==> src/rtl/rdq_pkg.sv <==
package rdq_pkg;

    // The issuer is either waiting for a command or walking through a burst
    typedef enum logic [0:0]
    {
        IDLE    = 1'b0,
        ISSUING = 1'b1
    } t_issue_state;

    // Scoreboard depth in slots; one slot always stays empty to tell full from empty
    localparam int DEFAULT_N_ENTRIES = 16;

    // Width of a returned data word
    // The scoreboard memory stores half a word per address, so this must be even
    localparam int DEFAULT_DATA_BITS = 32;

    // Width of a request address
    localparam int DEFAULT_ADDR_BITS = 16;

    // Width of the burst length in a command
    localparam int DEFAULT_COUNT_BITS = 8;

endpackage

==> src/rtl/ordered_drain.sv <==
`timescale 1ns/100ps

module ordered_drain
    import rdq_pkg::*;
#(
    parameter int DATA_BITS = DEFAULT_DATA_BITS,
    parameter int ADDR_BITS = DEFAULT_ADDR_BITS
)
(
    input  logic                 clk,
    input  logic                 resetb,
    input  logic                 not_empty,
    input  logic [DATA_BITS-1:0] first_data,
    input  logic [ADDR_BITS:0]   first_meta,
    input  logic                 out_stall,
    output logic                 deq_en,
    output logic                 out_valid,
    output logic [ADDR_BITS-1:0] out_addr,
    output logic [DATA_BITS-1:0] out_data,
    output logic [DATA_BITS-1:0] out_sum,
    output logic                 done
);

    // High when the next word opens a new burst and the sum starts over
    logic sum_restart;
    logic first_last;

    // The top meta bit is the last flag, the rest is the address
    assign first_last = first_meta[ADDR_BITS];

    // Take the oldest word whenever one is ready and the consumer is not holding off
    assign deq_en = not_empty && !out_stall;

    always_ff @(posedge clk)
    begin
        if (!resetb)
        begin
            out_valid   <= 1'b0;
            done        <= 1'b0;
            sum_restart <= 1'b1;
        end
        else
        begin
            out_valid <= deq_en;
            done      <= deq_en && first_last;
            if (deq_en)
            begin
                sum_restart <= first_last;
            end
        end
    end

    // Sum wraps at the data width
    always_ff @(posedge clk)
    begin
        if (deq_en)
        begin
            out_addr <= first_meta[ADDR_BITS-1:0];
            out_data <= first_data;
            out_sum  <= (sum_restart ? '0 : out_sum) + first_data;
        end
    end

endmodule

==> src/rtl/out_stage.sv <==
`timescale 1ns/100ps

module out_stage
    import rdq_pkg::*;
#(
    parameter int DATA_BITS = DEFAULT_DATA_BITS,
    parameter int ADDR_BITS = DEFAULT_ADDR_BITS
)
(
    input  logic                 clk,
    input  logic                 resetb,
    input  logic                 wr_en,
    input  logic [DATA_BITS-1:0] wr_data_word,
    input  logic [ADDR_BITS:0]   wr_meta,
    input  logic                 rd_en,
    output logic                 full,
    output logic                 empty,
    output logic [DATA_BITS-1:0] rd_data_word,
    output logic [ADDR_BITS:0]   rd_meta
);

    // Set while the register holds an entry that the consumer has not taken yet
    logic occupied;

    assign full  = occupied;
    assign empty = !occupied;

    // A write is only issued while empty and a read only while full,
    // so the two never meet in one cycle
    always_ff @(posedge clk)
    begin
        if (!resetb)
        begin
            occupied <= 1'b0;
        end
        else
        begin
            occupied <= wr_en || (occupied && !rd_en);
        end
    end

    always_ff @(posedge clk)
    begin
        if (wr_en)
        begin
            rd_data_word <= wr_data_word;
            rd_meta      <= wr_meta;
        end
    end

endmodule

==> src/rtl/read_engine_top.sv <==
`timescale 1ns/100ps

module read_engine_top
    import rdq_pkg::*;
#(
    parameter int N_ENTRIES  = DEFAULT_N_ENTRIES,
    parameter int DATA_BITS  = DEFAULT_DATA_BITS,
    parameter int ADDR_BITS  = DEFAULT_ADDR_BITS,
    parameter int COUNT_BITS = DEFAULT_COUNT_BITS
)
(
    input  logic                         clk,
    input  logic                         resetb,
    input  logic                         start,
    input  logic [ADDR_BITS-1:0]         base_addr,
    input  logic [COUNT_BITS-1:0]        count,
    input  logic                         rsp_valid,
    input  logic [$clog2(N_ENTRIES)-1:0] rsp_tag,
    input  logic [DATA_BITS-1:0]         rsp_data,
    input  logic                         out_stall,
    output logic                         busy,
    output logic                         req_valid,
    output logic [$clog2(N_ENTRIES)-1:0] req_tag,
    output logic [ADDR_BITS-1:0]         req_addr,
    output logic                         out_valid,
    output logic [ADDR_BITS-1:0]         out_addr,
    output logic [DATA_BITS-1:0]         out_data,
    output logic [DATA_BITS-1:0]         out_sum,
    output logic                         done
);

    localparam int TAG_BITS = $clog2(N_ENTRIES);

    // Allocation side between issuer and scoreboard
    logic                enq_en;
    logic [ADDR_BITS:0]  enq_meta;
    logic                not_full;
    logic [TAG_BITS-1:0] enq_idx;

    // Ordered side between scoreboard and drain
    logic                 deq_en;
    logic                 not_empty;
    logic [DATA_BITS-1:0] first_data;
    logic [ADDR_BITS:0]   first_meta;

    read_issuer #(
        .N_ENTRIES  (N_ENTRIES),
        .ADDR_BITS  (ADDR_BITS),
        .COUNT_BITS (COUNT_BITS)
    ) u_issuer (
        .clk       (clk),
        .resetb    (resetb),
        .start     (start),
        .base_addr (base_addr),
        .count     (count),
        .not_full  (not_full),
        .enq_idx   (enq_idx),
        .busy      (busy),
        .enq_en    (enq_en),
        .enq_meta  (enq_meta),
        .req_valid (req_valid),
        .req_tag   (req_tag),
        .req_addr  (req_addr)
    );

    // Memory responses land directly on the scoreboard's data write port
    reorder_scoreboard #(
        .N_ENTRIES (N_ENTRIES),
        .DATA_BITS (DATA_BITS),
        .ADDR_BITS (ADDR_BITS)
    ) u_scoreboard (
        .clk          (clk),
        .resetb       (resetb),
        .enq_en       (enq_en),
        .enq_meta     (enq_meta),
        .enq_data_en  (rsp_valid),
        .enq_data_idx (rsp_tag),
        .enq_data     (rsp_data),
        .deq_en       (deq_en),
        .not_full     (not_full),
        .enq_idx      (enq_idx),
        .not_empty    (not_empty),
        .first_data   (first_data),
        .first_meta   (first_meta)
    );

    ordered_drain #(
        .DATA_BITS (DATA_BITS),
        .ADDR_BITS (ADDR_BITS)
    ) u_drain (
        .clk        (clk),
        .resetb     (resetb),
        .not_empty  (not_empty),
        .first_data (first_data),
        .first_meta (first_meta),
        .out_stall  (out_stall),
        .deq_en     (deq_en),
        .out_valid  (out_valid),
        .out_addr   (out_addr),
        .out_data   (out_data),
        .out_sum    (out_sum),
        .done       (done)
    );

endmodule

==> src/rtl/read_issuer.sv <==
`timescale 1ns/100ps

module read_issuer
    import rdq_pkg::*;
#(
    parameter int N_ENTRIES  = DEFAULT_N_ENTRIES,
    parameter int ADDR_BITS  = DEFAULT_ADDR_BITS,
    parameter int COUNT_BITS = DEFAULT_COUNT_BITS
)
(
    input  logic                         clk,
    input  logic                         resetb,
    input  logic                         start,
    input  logic [ADDR_BITS-1:0]         base_addr,
    input  logic [COUNT_BITS-1:0]        count,
    input  logic                         not_full,
    input  logic [$clog2(N_ENTRIES)-1:0] enq_idx,
    output logic                         busy,
    output logic                         enq_en,
    output logic [ADDR_BITS:0]           enq_meta,
    output logic                         req_valid,
    output logic [$clog2(N_ENTRIES)-1:0] req_tag,
    output logic [ADDR_BITS-1:0]         req_addr
);

    t_issue_state          state;
    logic [ADDR_BITS-1:0]  next_addr;
    logic [COUNT_BITS-1:0] remain;
    logic                  issue;
    logic                  last;

    // One request per cycle while the scoreboard has a free slot
    assign issue = (state == ISSUING) && not_full;
    assign last  = (remain == COUNT_BITS'(1));

    assign busy      = (state == ISSUING);
    assign enq_en    = issue;
    assign req_valid = issue;
    // The slot index doubles as the memory tag
    assign req_tag   = enq_idx;
    assign req_addr  = next_addr;
    assign enq_meta  = {last, next_addr};

    always_ff @(posedge clk)
    begin
        if (!resetb)
        begin
            state  <= IDLE;
            remain <= '0;
        end
        else
        begin
            case (state)
                IDLE:
                begin
                    // Zero-length commands are dropped here
                    if (start && (count != '0))
                    begin
                        state  <= ISSUING;
                        remain <= count;
                    end
                end
                ISSUING:
                begin
                    if (issue)
                    begin
                        remain <= remain - COUNT_BITS'(1);
                        if (last)
                        begin
                            state <= IDLE;
                        end
                    end
                end
                default:
                begin
                    state <= IDLE;
                end
            endcase
        end
    end

    // Address walks up by one per request
    always_ff @(posedge clk)
    begin
        if ((state == IDLE) && start)
        begin
            next_addr <= base_addr;
        end
        else if (issue)
        begin
            next_addr <= next_addr + ADDR_BITS'(1);
        end
    end

endmodule

==> src/rtl/reorder_scoreboard.sv <==
`timescale 1ns/100ps

module reorder_scoreboard
    import rdq_pkg::*;
#(
    parameter int N_ENTRIES = DEFAULT_N_ENTRIES,
    parameter int DATA_BITS = DEFAULT_DATA_BITS,
    parameter int ADDR_BITS = DEFAULT_ADDR_BITS
)
(
    input  logic                         clk,
    input  logic                         resetb,
    input  logic                         enq_en,
    input  logic [ADDR_BITS:0]           enq_meta,
    input  logic                         enq_data_en,
    input  logic [$clog2(N_ENTRIES)-1:0] enq_data_idx,
    input  logic [DATA_BITS-1:0]         enq_data,
    input  logic                         deq_en,
    output logic                         not_full,
    output logic [$clog2(N_ENTRIES)-1:0] enq_idx,
    output logic                         not_empty,
    output logic [DATA_BITS-1:0]         first_data,
    output logic [ADDR_BITS:0]           first_meta
);

    localparam int TAG_BITS  = $clog2(N_ENTRIES);
    localparam int HALF_BITS = DATA_BITS / 2;

    // Allocation and release pointers
    // Equal pointers mean empty, newest one behind oldest means full
    logic [TAG_BITS-1:0] newest;
    logic [TAG_BITS-1:0] oldest;
    logic [TAG_BITS-1:0] oldest_next;

    // One bit per slot, set once the memory has answered for that slot
    logic [N_ENTRIES-1:0] data_valid;
    logic [N_ENTRIES-1:0] data_valid_next;

    // Registered request to move the oldest entry into the output stage
    logic release_req;
    logic release_en;

    logic stage_full;
    logic stage_empty;

    // Half-width data store, two addresses per slot
    logic [HALF_BITS-1:0] data_mem [0:2*N_ENTRIES-1];
    logic [HALF_BITS-1:0] rd_lo;
    logic [HALF_BITS-1:0] rd_hi;
    logic [TAG_BITS-1:0]  ram_addr;

    // Meta-data store, written at allocation time
    logic [ADDR_BITS:0] meta_mem [0:N_ENTRIES-1];
    logic [ADDR_BITS:0] meta_oldest;

    assign not_full  = ((newest + TAG_BITS'(1)) != oldest);
    assign enq_idx   = newest;
    assign not_empty = !stage_empty;

    // The release only completes when the output stage has room
    assign release_en  = release_req && !stage_full;
    assign oldest_next = oldest + TAG_BITS'(release_en);

    always_ff @(posedge clk)
    begin
        if (!resetb)
        begin
            newest <= '0;
            oldest <= '0;
        end
        else
        begin
            if (enq_en)
            begin
                newest <= newest + TAG_BITS'(1);
            end
            oldest <= oldest_next;
        end
    end

    // A response write owns both memory ports, otherwise they read the next oldest slot
    assign ram_addr = enq_data_en ? enq_data_idx : oldest_next;

    // Port A handles the low half at even addresses and port B the high half at odd ones
    // The written value is bypassed to the read register as in a dual-write-port RAM
    always_ff @(posedge clk)
    begin
        if (enq_data_en)
        begin
            data_mem[{ram_addr, 1'b0}] <= enq_data[HALF_BITS-1:0];
            data_mem[{ram_addr, 1'b1}] <= enq_data[DATA_BITS-1:HALF_BITS];
            rd_lo <= enq_data[HALF_BITS-1:0];
            rd_hi <= enq_data[DATA_BITS-1:HALF_BITS];
        end
        else
        begin
            rd_lo <= data_mem[{ram_addr, 1'b0}];
            rd_hi <= data_mem[{ram_addr, 1'b1}];
        end
    end

    // Meta-data has its own memory and is read every cycle alongside the data
    always_ff @(posedge clk)
    begin
        meta_oldest <= meta_mem[oldest_next];
        if (enq_en)
        begin
            meta_mem[newest] <= enq_meta;
        end
    end

    // Clear a slot's valid bit as it leaves, set it as its response lands
    always_comb
    begin
        data_valid_next = data_valid;
        if (release_en)
        begin
            data_valid_next[oldest] = 1'b0;
        end
        if (enq_data_en)
        begin
            data_valid_next[enq_data_idx] = 1'b1;
        end
    end

    always_ff @(posedge clk)
    begin
        if (!resetb)
        begin
            data_valid  <= '0;
            release_req <= 1'b0;
        end
        else
        begin
            data_valid <= data_valid_next;
            // Request a release only when the read ports are free this cycle,
            // since a response write takes both of them
            release_req <= data_valid[oldest_next] && !enq_data_en;
        end
    end

    out_stage #(
        .DATA_BITS (DATA_BITS),
        .ADDR_BITS (ADDR_BITS)
    ) u_out_stage (
        .clk          (clk),
        .resetb       (resetb),
        .wr_en        (release_en),
        .wr_data_word ({rd_hi, rd_lo}),
        .wr_meta      (meta_oldest),
        .rd_en        (deq_en),
        .full         (stage_full),
        .empty        (stage_empty),
        .rd_data_word (first_data),
        .rd_meta      (first_meta)
    );

endmodule

==> config.mk <==
export PLATFORM = sky130hd
export DESIGN_NAME = read_engine_top
export DESIGN_NICKNAME = d
export VERILOG_FILES = /design/src/rtl/rdq_pkg.sv /design/src/rtl/ordered_drain.sv /design/src/rtl/out_stage.sv /design/src/rtl/read_engine_top.sv /design/src/rtl/read_issuer.sv /design/src/rtl/reorder_scoreboard.sv
export SDC_FILE = /design/constraint.sdc
export NUM_CORES = 1
export LEC_CHECK = 0
export BUFFER_PORTS_ARGS = -buffer_cell sky130_fd_sc_hd__buf_2
export CAP_MARGIN = 25
export CORE_MARGIN = 1
export CORE_UTILIZATION = 61
export DETAILED_ROUTE_END_ITERATION = 12
export PLACE_DENSITY = 0.81
export SLEW_MARGIN = 15
export SYNTH_ARGS = -nofsm -noshare
export SYNTH_HDL_FRONTEND = slang
export SYNTH_SLANG_ARGS = --single-unit
==> constraint.sdc <==
create_clock -name clk -period 5.9 [get_ports clk]
set_input_delay 0.885 -clock clk [delete_from_list [all_inputs] [get_ports clk]]
set_output_delay 0.885 -clock clk [all_outputs]
set_load 0.05 [all_outputs]
After elaboration in Yosys (flattened, before gate mapping)
Memories as Yosys holds them, arrays and structs flattened. A register that Yosys moved wholly into a read port is not among the register bits.
Index checks and enable logic that the tools add are counted.
{"block": "totals", "ramBits": 784, "word_cells": 77, "memories": 2, "output_inout_bits": 104, "inputBits": 65, "regBits": 183}
{"name": "u_scoreboard.data_mem", "words": 32, "width": 16, "read_ports": 2, "rd_clocked_by_memory_dff": 2, "wr": 2, "line": "reorder_scoreboard.sv:47", "text": "logic [HALF_BITS-1:0] data_mem [0:2*N_ENTRIES-1];"}
{"name": "u_scoreboard.meta_mem", "words": 16, "width": 17, "read_ports": 1, "rd_clocked_by_memory_dff": 1, "wr": 1, "line": "reorder_scoreboard.sv:53", "text": "logic [ADDR_BITS:0] meta_mem [0:N_ENTRIES-1];"}
{"block": "classes", "bitwise_logic": 4, "muxes": 23, "eq_ne": 4, "reduce_logical": 18, "order_cmp": 5, "addsub": 5}
{"cell": "two-way mux 16 bit", "n": 4}
{"cell": "adder 32 bit", "n": 1}
{"cell": "two-way mux 32 bit", "n": 1}
{"cell": "adder 16 x 1 -> 16 bit (second input constant)", "n": 1}
{"cell": "AND 16 bit", "n": 1}
{"cell": "two-way mux 8 bit", "n": 2}
{"cell": "inverter 16 bit", "n": 1}
{"cell": "bitwise OR 16 bit", "n": 1}
{"cell": "one-hot mux 8 bit (2 select lines)", "n": 1}
{"cell": "< comparator 4 x 5 -> 1 bit (second input constant)", "n": 3}
{"cell": "logical AND 1 bit", "n": 10}
{"cell": "two-way mux 1 bit", "n": 10}
{"cell": "demux 1 bit (select 4 bit)", "n": 2}
{"cell": "equality test 8 x 1 -> 1 bit (second input constant)", "n": 1}
{"cell": "greater-or-equal comparator 4 x 1 -> 1 bit (second input constant)", "n": 2}
{"cell": "nonzero test 8 bit", "n": 1}
{"cell": "subtractor 8 x 1 -> 8 bit (second input constant)", "n": 1}
{"cell": "adder 4 x 1 -> 4 bit", "n": 1}
{"cell": "adder 4 x 1 -> 4 bit (second input constant)", "n": 1}
{"cell": "binary-select mux 1 bit (select 4 bit)", "n": 1}
{"cell": "logical NOT 1 bit", "n": 4}
{"cell": "two-way mux 4 bit", "n": 1}
{"cell": "inequality test 4 bit", "n": 1}
{"cell": "inequality test 2 x 1 -> 1 bit (second input constant)", "n": 1}
{"cell": "6 further kinds", "n": 6}

Logic depth before layout (Yosys ltp)
{"block": "logic_depth", "ltp_word": 9, "mapped_depth": 10, "depth_no_buf": 10}

Cells and area by module
A second synthesis with hierarchy kept.
{"block": "unflattened", "cells_unflattened": 2113, "hier_area_um2": 39814.4}
{"module": "reorder_scoreboard", "seq_area_each_um2": 24463.5, "instances": 1, "area_each_um2": 32022.0, "cells_per_inst": 1483}
{"module": "ordered_drain", "seq_area_each_um2": 2462.4, "instances": 1, "area_each_um2": 4549.4, "cells_per_inst": 380}
{"module": "read_issuer", "seq_area_each_um2": 660.6, "instances": 1, "area_each_um2": 1734.2, "cells_per_inst": 197}
{"module": "out_stage", "seq_area_each_um2": 1491.4, "instances": 1, "area_each_um2": 1508.9, "cells_per_inst": 53}

Worst setup path after synthesis
OpenSTA, ideal clock, no wires.
{"block": "synth_timing", "path_kind": "input port to flip-flop", "from": "in out_stall", "to": "reg u_drain.sum_restart", "setup_slack_ns": 0.736, "arrival_ns": 5.034, "path_stages": 3, "path_cell_list": "nor2b_1 mux2i_1 nand2_1"}
{"block": "synth_between", "elab_chain_cells": 2}
{"element": "start, declared", "line": "read_engine_top.sv:20", "text": "input logic out_stall,"}
{"element": "logical NOT 1 bit", "line": "ordered_drain.sv:32", "text": "assign deq_en = not_empty && !out_stall;"}
{"element": "logical AND 1 bit", "line": "ordered_drain.sv:32"}
{"element": "end signal, assigned", "line": "ordered_drain.sv:48", "text": "sum_restart <= first_last;"}
{"element": "end, declared", "line": "ordered_drain.sv:25", "text": "logic sum_restart;"}
Every way passes these cells.
A chain may end at the register's enable or synchronous reset.

Final worst setup path
{"block": "layout_timing", "from": "reg u_scoreboard.newest[0], in the netlist u_scoreboard.enq_idx[0]", "to": "out req_valid"}
{"block": "layout_between", "elab_chain_cells": 3}
{"element": "start, declared", "line": "reorder_scoreboard.sv:31", "text": "logic [TAG_BITS-1:0] newest;"}
{"element": "start signal, assigned", "line": "reorder_scoreboard.sv:75", "text": "newest <= newest + TAG_BITS'(1);"}
{"element": "adder 4 x 1 -> 4 bit", "line": "reorder_scoreboard.sv:56", "text": "assign not_full = ((newest + TAG_BITS'(1)) != oldest);"}
{"element": "inequality test 4 bit", "line": "reorder_scoreboard.sv:56"}
{"element": "logical AND 1 bit", "line": "read_issuer.sv:33", "text": "assign issue = (state == ISSUING) && not_full;"}
{"element": "end, declared", "line": "read_engine_top.sv:22", "text": "output logic req_valid,"}
Every way passes these cells.

==> results.md <==
- Critical path fanouts, max: 12
- Worst Skew: 0.0439 ns
- Max Slew Vio Count: 0
- Worst path max stage delay: 0.49 ns
- Area of the multi-input gates: 0.00944 mm2
- Antenna violations before repair: 6
- CTS tree: built
- Reg2reg start: u_scoreboard.u_out_stage.full
- Sequential Area: between 0.02 and 0.03 mm2
- Critical path launch point: u_scoreboard.enq_idx[0]
- Placeable Area: ~0.063 mm2
- Number of library cell types mapped by synthesis: 65
- # setup viols final: 0
- Wirelength per Cell: 29.2 um
- Crit. End Element: primary output
- Post-Syn Nets: 2014
- Placed cell areas: 0.0409 mm2
- Reg clk slew, reported paths: around 0.060 ns
- Max IR drop VDD: 0.000298 V
- Global routing's busiest layer: met2
- Worst-Skew Late Latency: 0.66 ns
- Final WL: 89400 um
- Total track usage: 28.4%
- Io pins: 169
- First-pass iteration count of the detailed router: 5
- Post-CTS Setup Inserts: 0
- DIE HEIGHT: 254 um
- First-pass GRT wire length: 132000 um
- Layout Cells excl Fill: 3064
- Cells along the critical path: inv_1 -> ha_1 -> xnor2_1 -> nand3_1 -> o21a_1 -> buf_2
- Post-synthesis cell count: 1908
- Starting Density: 61.6%
- Period utilisation layout: roughly 60%
- Post-Syn Area: 0.0388 mm2
- RSZ-0062 raised after global routing: no
- Iter 0 DRT Violations: a little under 2000
- Met3 GRT Util: 4.31%
- H-tree depth: 3
- Area Overhead vs Synth: 14.2%
- Worst min path class: register to register
- Die width: 254 um
- Synth async-reset ratio: 0%
- GRT overflow: 0
- GR Layer Usage met1: between 30% and 40%
- Root buf cell: clkbuf_16
- Vias: 19700
- Post-route DRC: 0
- Share of layout cells above drive strength 1: 29.6%
- Final setup TNS: 0 ns
- Die area: 0.0646 mm2
- M2 GR Usage: 50.5%
- Ys flop type: edfxtp_1
- ANT nets after route: 0
- Power, Total: 15.1 mW
- Inst Count DP: approximately 2900
- Number of global-route vias before repair: between 20000 and 25000
- Final core utilization: 70.4%
- Post-CTS Hold Buffers: 0
- Sequential area share after synthesis: 74.9%
- Max Clk Rate: 0.275 GHz
- RePlAce Congestion: 0.882
- Hold path startpoint: u_scoreboard.meta_oldest[12]
- Status: complete, no violations
- Warnings, synthesis: 0
- Rows: 92
- Fillers: 3650
- Port Buffer Count: 168
- Crit path buf inv count: 2
- Post-detail-place hpwl: 49600 um
- Via/cell ratio: 6.45
- Top delay family on crit path: flip-flops
- Max Root-Sink Buffers: 3
- Slew headroom: between 30% and 40%
- Max Cap Viol: 0
- Clock Sinks: 988
- Final Hold Fails: 0
- Design Area, Final: 0.0443 mm2
- #FFs+latches synth: 988
- Kind of critical path: register to primary output
- Leakage: around 14 nW
- Crit path max-delay cell type: dfxtp_1
- Power per cell area: 341 mW/mm2
- Final min period: between 3 and 4 ns
- Avg Cell Area, Syn: 20.3 um2
- CP startpoint kind: register
- Post-CTS sizing: 0
- EDFF count, synth: 929
- Critical path required time: approximately 5 ns
- Nets: 2241
- Arrival time of the worst setup path: 2.75 ns
- Worst slew pin tran: 1.01 ns
- CTS Buf Count: between 90 and 100
- Largest net degree at the start of global routing: a little under 70
-- cell families after synthesis --
group                    synth area share, %
adder cells (fa/ha/maj)                 1.34
buffers and inverters                   1.18
flip-flops                              74.9
XOR/XNOR                                1.28
AND/OR/NAND/NOR                         3.54
AO/OA/AOI/OAI                           3.04
multiplexers                            14.7
-- registers in the layout (all words and copies together), names as in the netlist, 4 cells and up, named ones only --
name / flops
u_scoreboard.data_mem: 512
u_scoreboard.meta_mem: 272
u_drain.out_data: 32
u_drain.out_sum: 32
u_scoreboard.u_out_stage.rd_data_word: 32
u_scoreboard.meta_oldest: 17
u_scoreboard.u_out_stage.rd_meta: 17
u_drain.out_addr: 16
u_issuer.req_addr: 16
u_scoreboard.data_valid: 16
u_issuer.remain: 8
u_scoreboard.enq_idx: 4
u_scoreboard.oldest: 4
-- area by class of cell --
class | instances | share of cell area (%)
flip-flops and latches | 988 | 65.6
multi-input cells | 811 | 21.3
diodes | 3 | 0.0169
repair buffers | 216 | 3.11
clock buffers | 120 | 5.71
well taps | 846 | 2.39
clock inverters | 58 | 1.65
inverters | 22 | 0.186
-- metal layers --
| layer | vias to the layer above | share of wire, % | routed length (um) |
|---|---|---|---|
| li1 | 8278 | - | - |
| met1 | 10200 | 35 | 31600 |
| met2 | 1038 | 54 | 48100 |
| met3 | 205 | 7.2 | 6410 |
| met4 | 4 | 3.6 | 3180 |
| met5 | - | 0.034 | 30 |
-- worst paths after layout --
| kind | to | slack [ns] | cells past startpoint |
|---|---|---|---|
| setup / recovery | req_valid | 2.27 | 6 |
| hold / removal | u_scoreboard.u_out_stage.rd_meta[12] | 0.41 | 0 |
| setup reg to reg | u_scoreboard.data_mem[10][20] | 2.31 | 11 |
| hold reg to reg | u_scoreboard.u_out_stage.rd_meta[12] | 0.41 | 0 |
-- synthesized netlist by cell type, types with 21 or more instances --
master | n | share of area (%)
nor2_1 | 72 | 0.70
clkbuf_1 | 48 | 0.46
buf_2 | 31 | 0.40
nor2b_1 | 39 | 0.63
inv_1 | 21 | 0.20
ha_1 | 40 | 1.3
dfxtp_1 | 59 | 3.0
o21ai_0 | 39 | 0.50
nand2_1 | 77 | 0.74
o21a_1 | 29 | 0.56
edfxtp_1 | 929 | 72
a21oi_1 | 48 | 0.62
xor2_1 | 25 | 0.56
mux4_2 | 250 | 15
xnor2_1 | 26 | 0.59
-- worst register-to-register path, cell delays in order (launching register included) --
cell and delay [ns]:
dfxtp_1 0.32, nand2b_1 0.23, inv_2 0.12, ha_4 0.14, nand3_2 0.15, xnor2_4 0.17, buf_4 0.44, mux2i_1 0.26
inv_2 0.11, nand2_1 0.27, nor2_4 0.58, buf_4 0.47
-- cells in the final DEF, fill, tap and decap left out, types with 6 or more instances in the layout --
master | Yosys | routed
xnor2_1 | 26 | 25
o21ai_0 | 39 | 39
nor2_1 | 72 | 56
nand4_1 | 9 | 9
nor3_1 | 16 | 12
o21a_1 | 29 | 29
and3_1 | 7 | 7
nor4_1 | 8 | 8
and2_1 | 7 | 7
xor2_1 | 25 | 25
buf_4 | 3 | 38
nand2_1 | 77 | 77
bufinv_16 | 0 | 13
buf_16 | 0 | 7
nand2b_1 | 10 | 10
mux4_2 | 250 | 250
inv_1 | 21 | 20
nor2b_1 | 39 | 37
o22ai_1 | 7 | 7
clkbuf_1 | 48 | 20
clkinv_2 | 0 | 16
nor2_4 | 0 | 16
a21o_1 | 6 | 6
clkbuf_16 | 0 | 96
clkinvlp_4 | 0 | 6
dfxtp_1 | 59 | 55
edfxtp_1 | 929 | 929
buf_2 | 31 | 168
nand3_1 | 16 | 16
clkinv_1 | 0 | 12
a21oi_1 | 48 | 48
ha_1 | 40 | 38
-- metrics by stage --
step | setup WS [ns] | hold WS [ns]
finish | 2.27 | 0.409
global placement | 2.53 | 0.393
global route | 2.12 | 0.419
floorplan | 0.736 | 0.386
detailed placement | 2.39 | 0.393
CTS | 2.24 | 0.413
-- power by group --
group          internal, mW  leakage, nW  total [mW]  switching, mW
clock                  3.65         1.57        6.32           2.67
combinational         0.301         3.91       0.743          0.442
sequential             7.88         8.90        8.06          0.178
No activity file was read; power rests on OpenSTA's default activity.
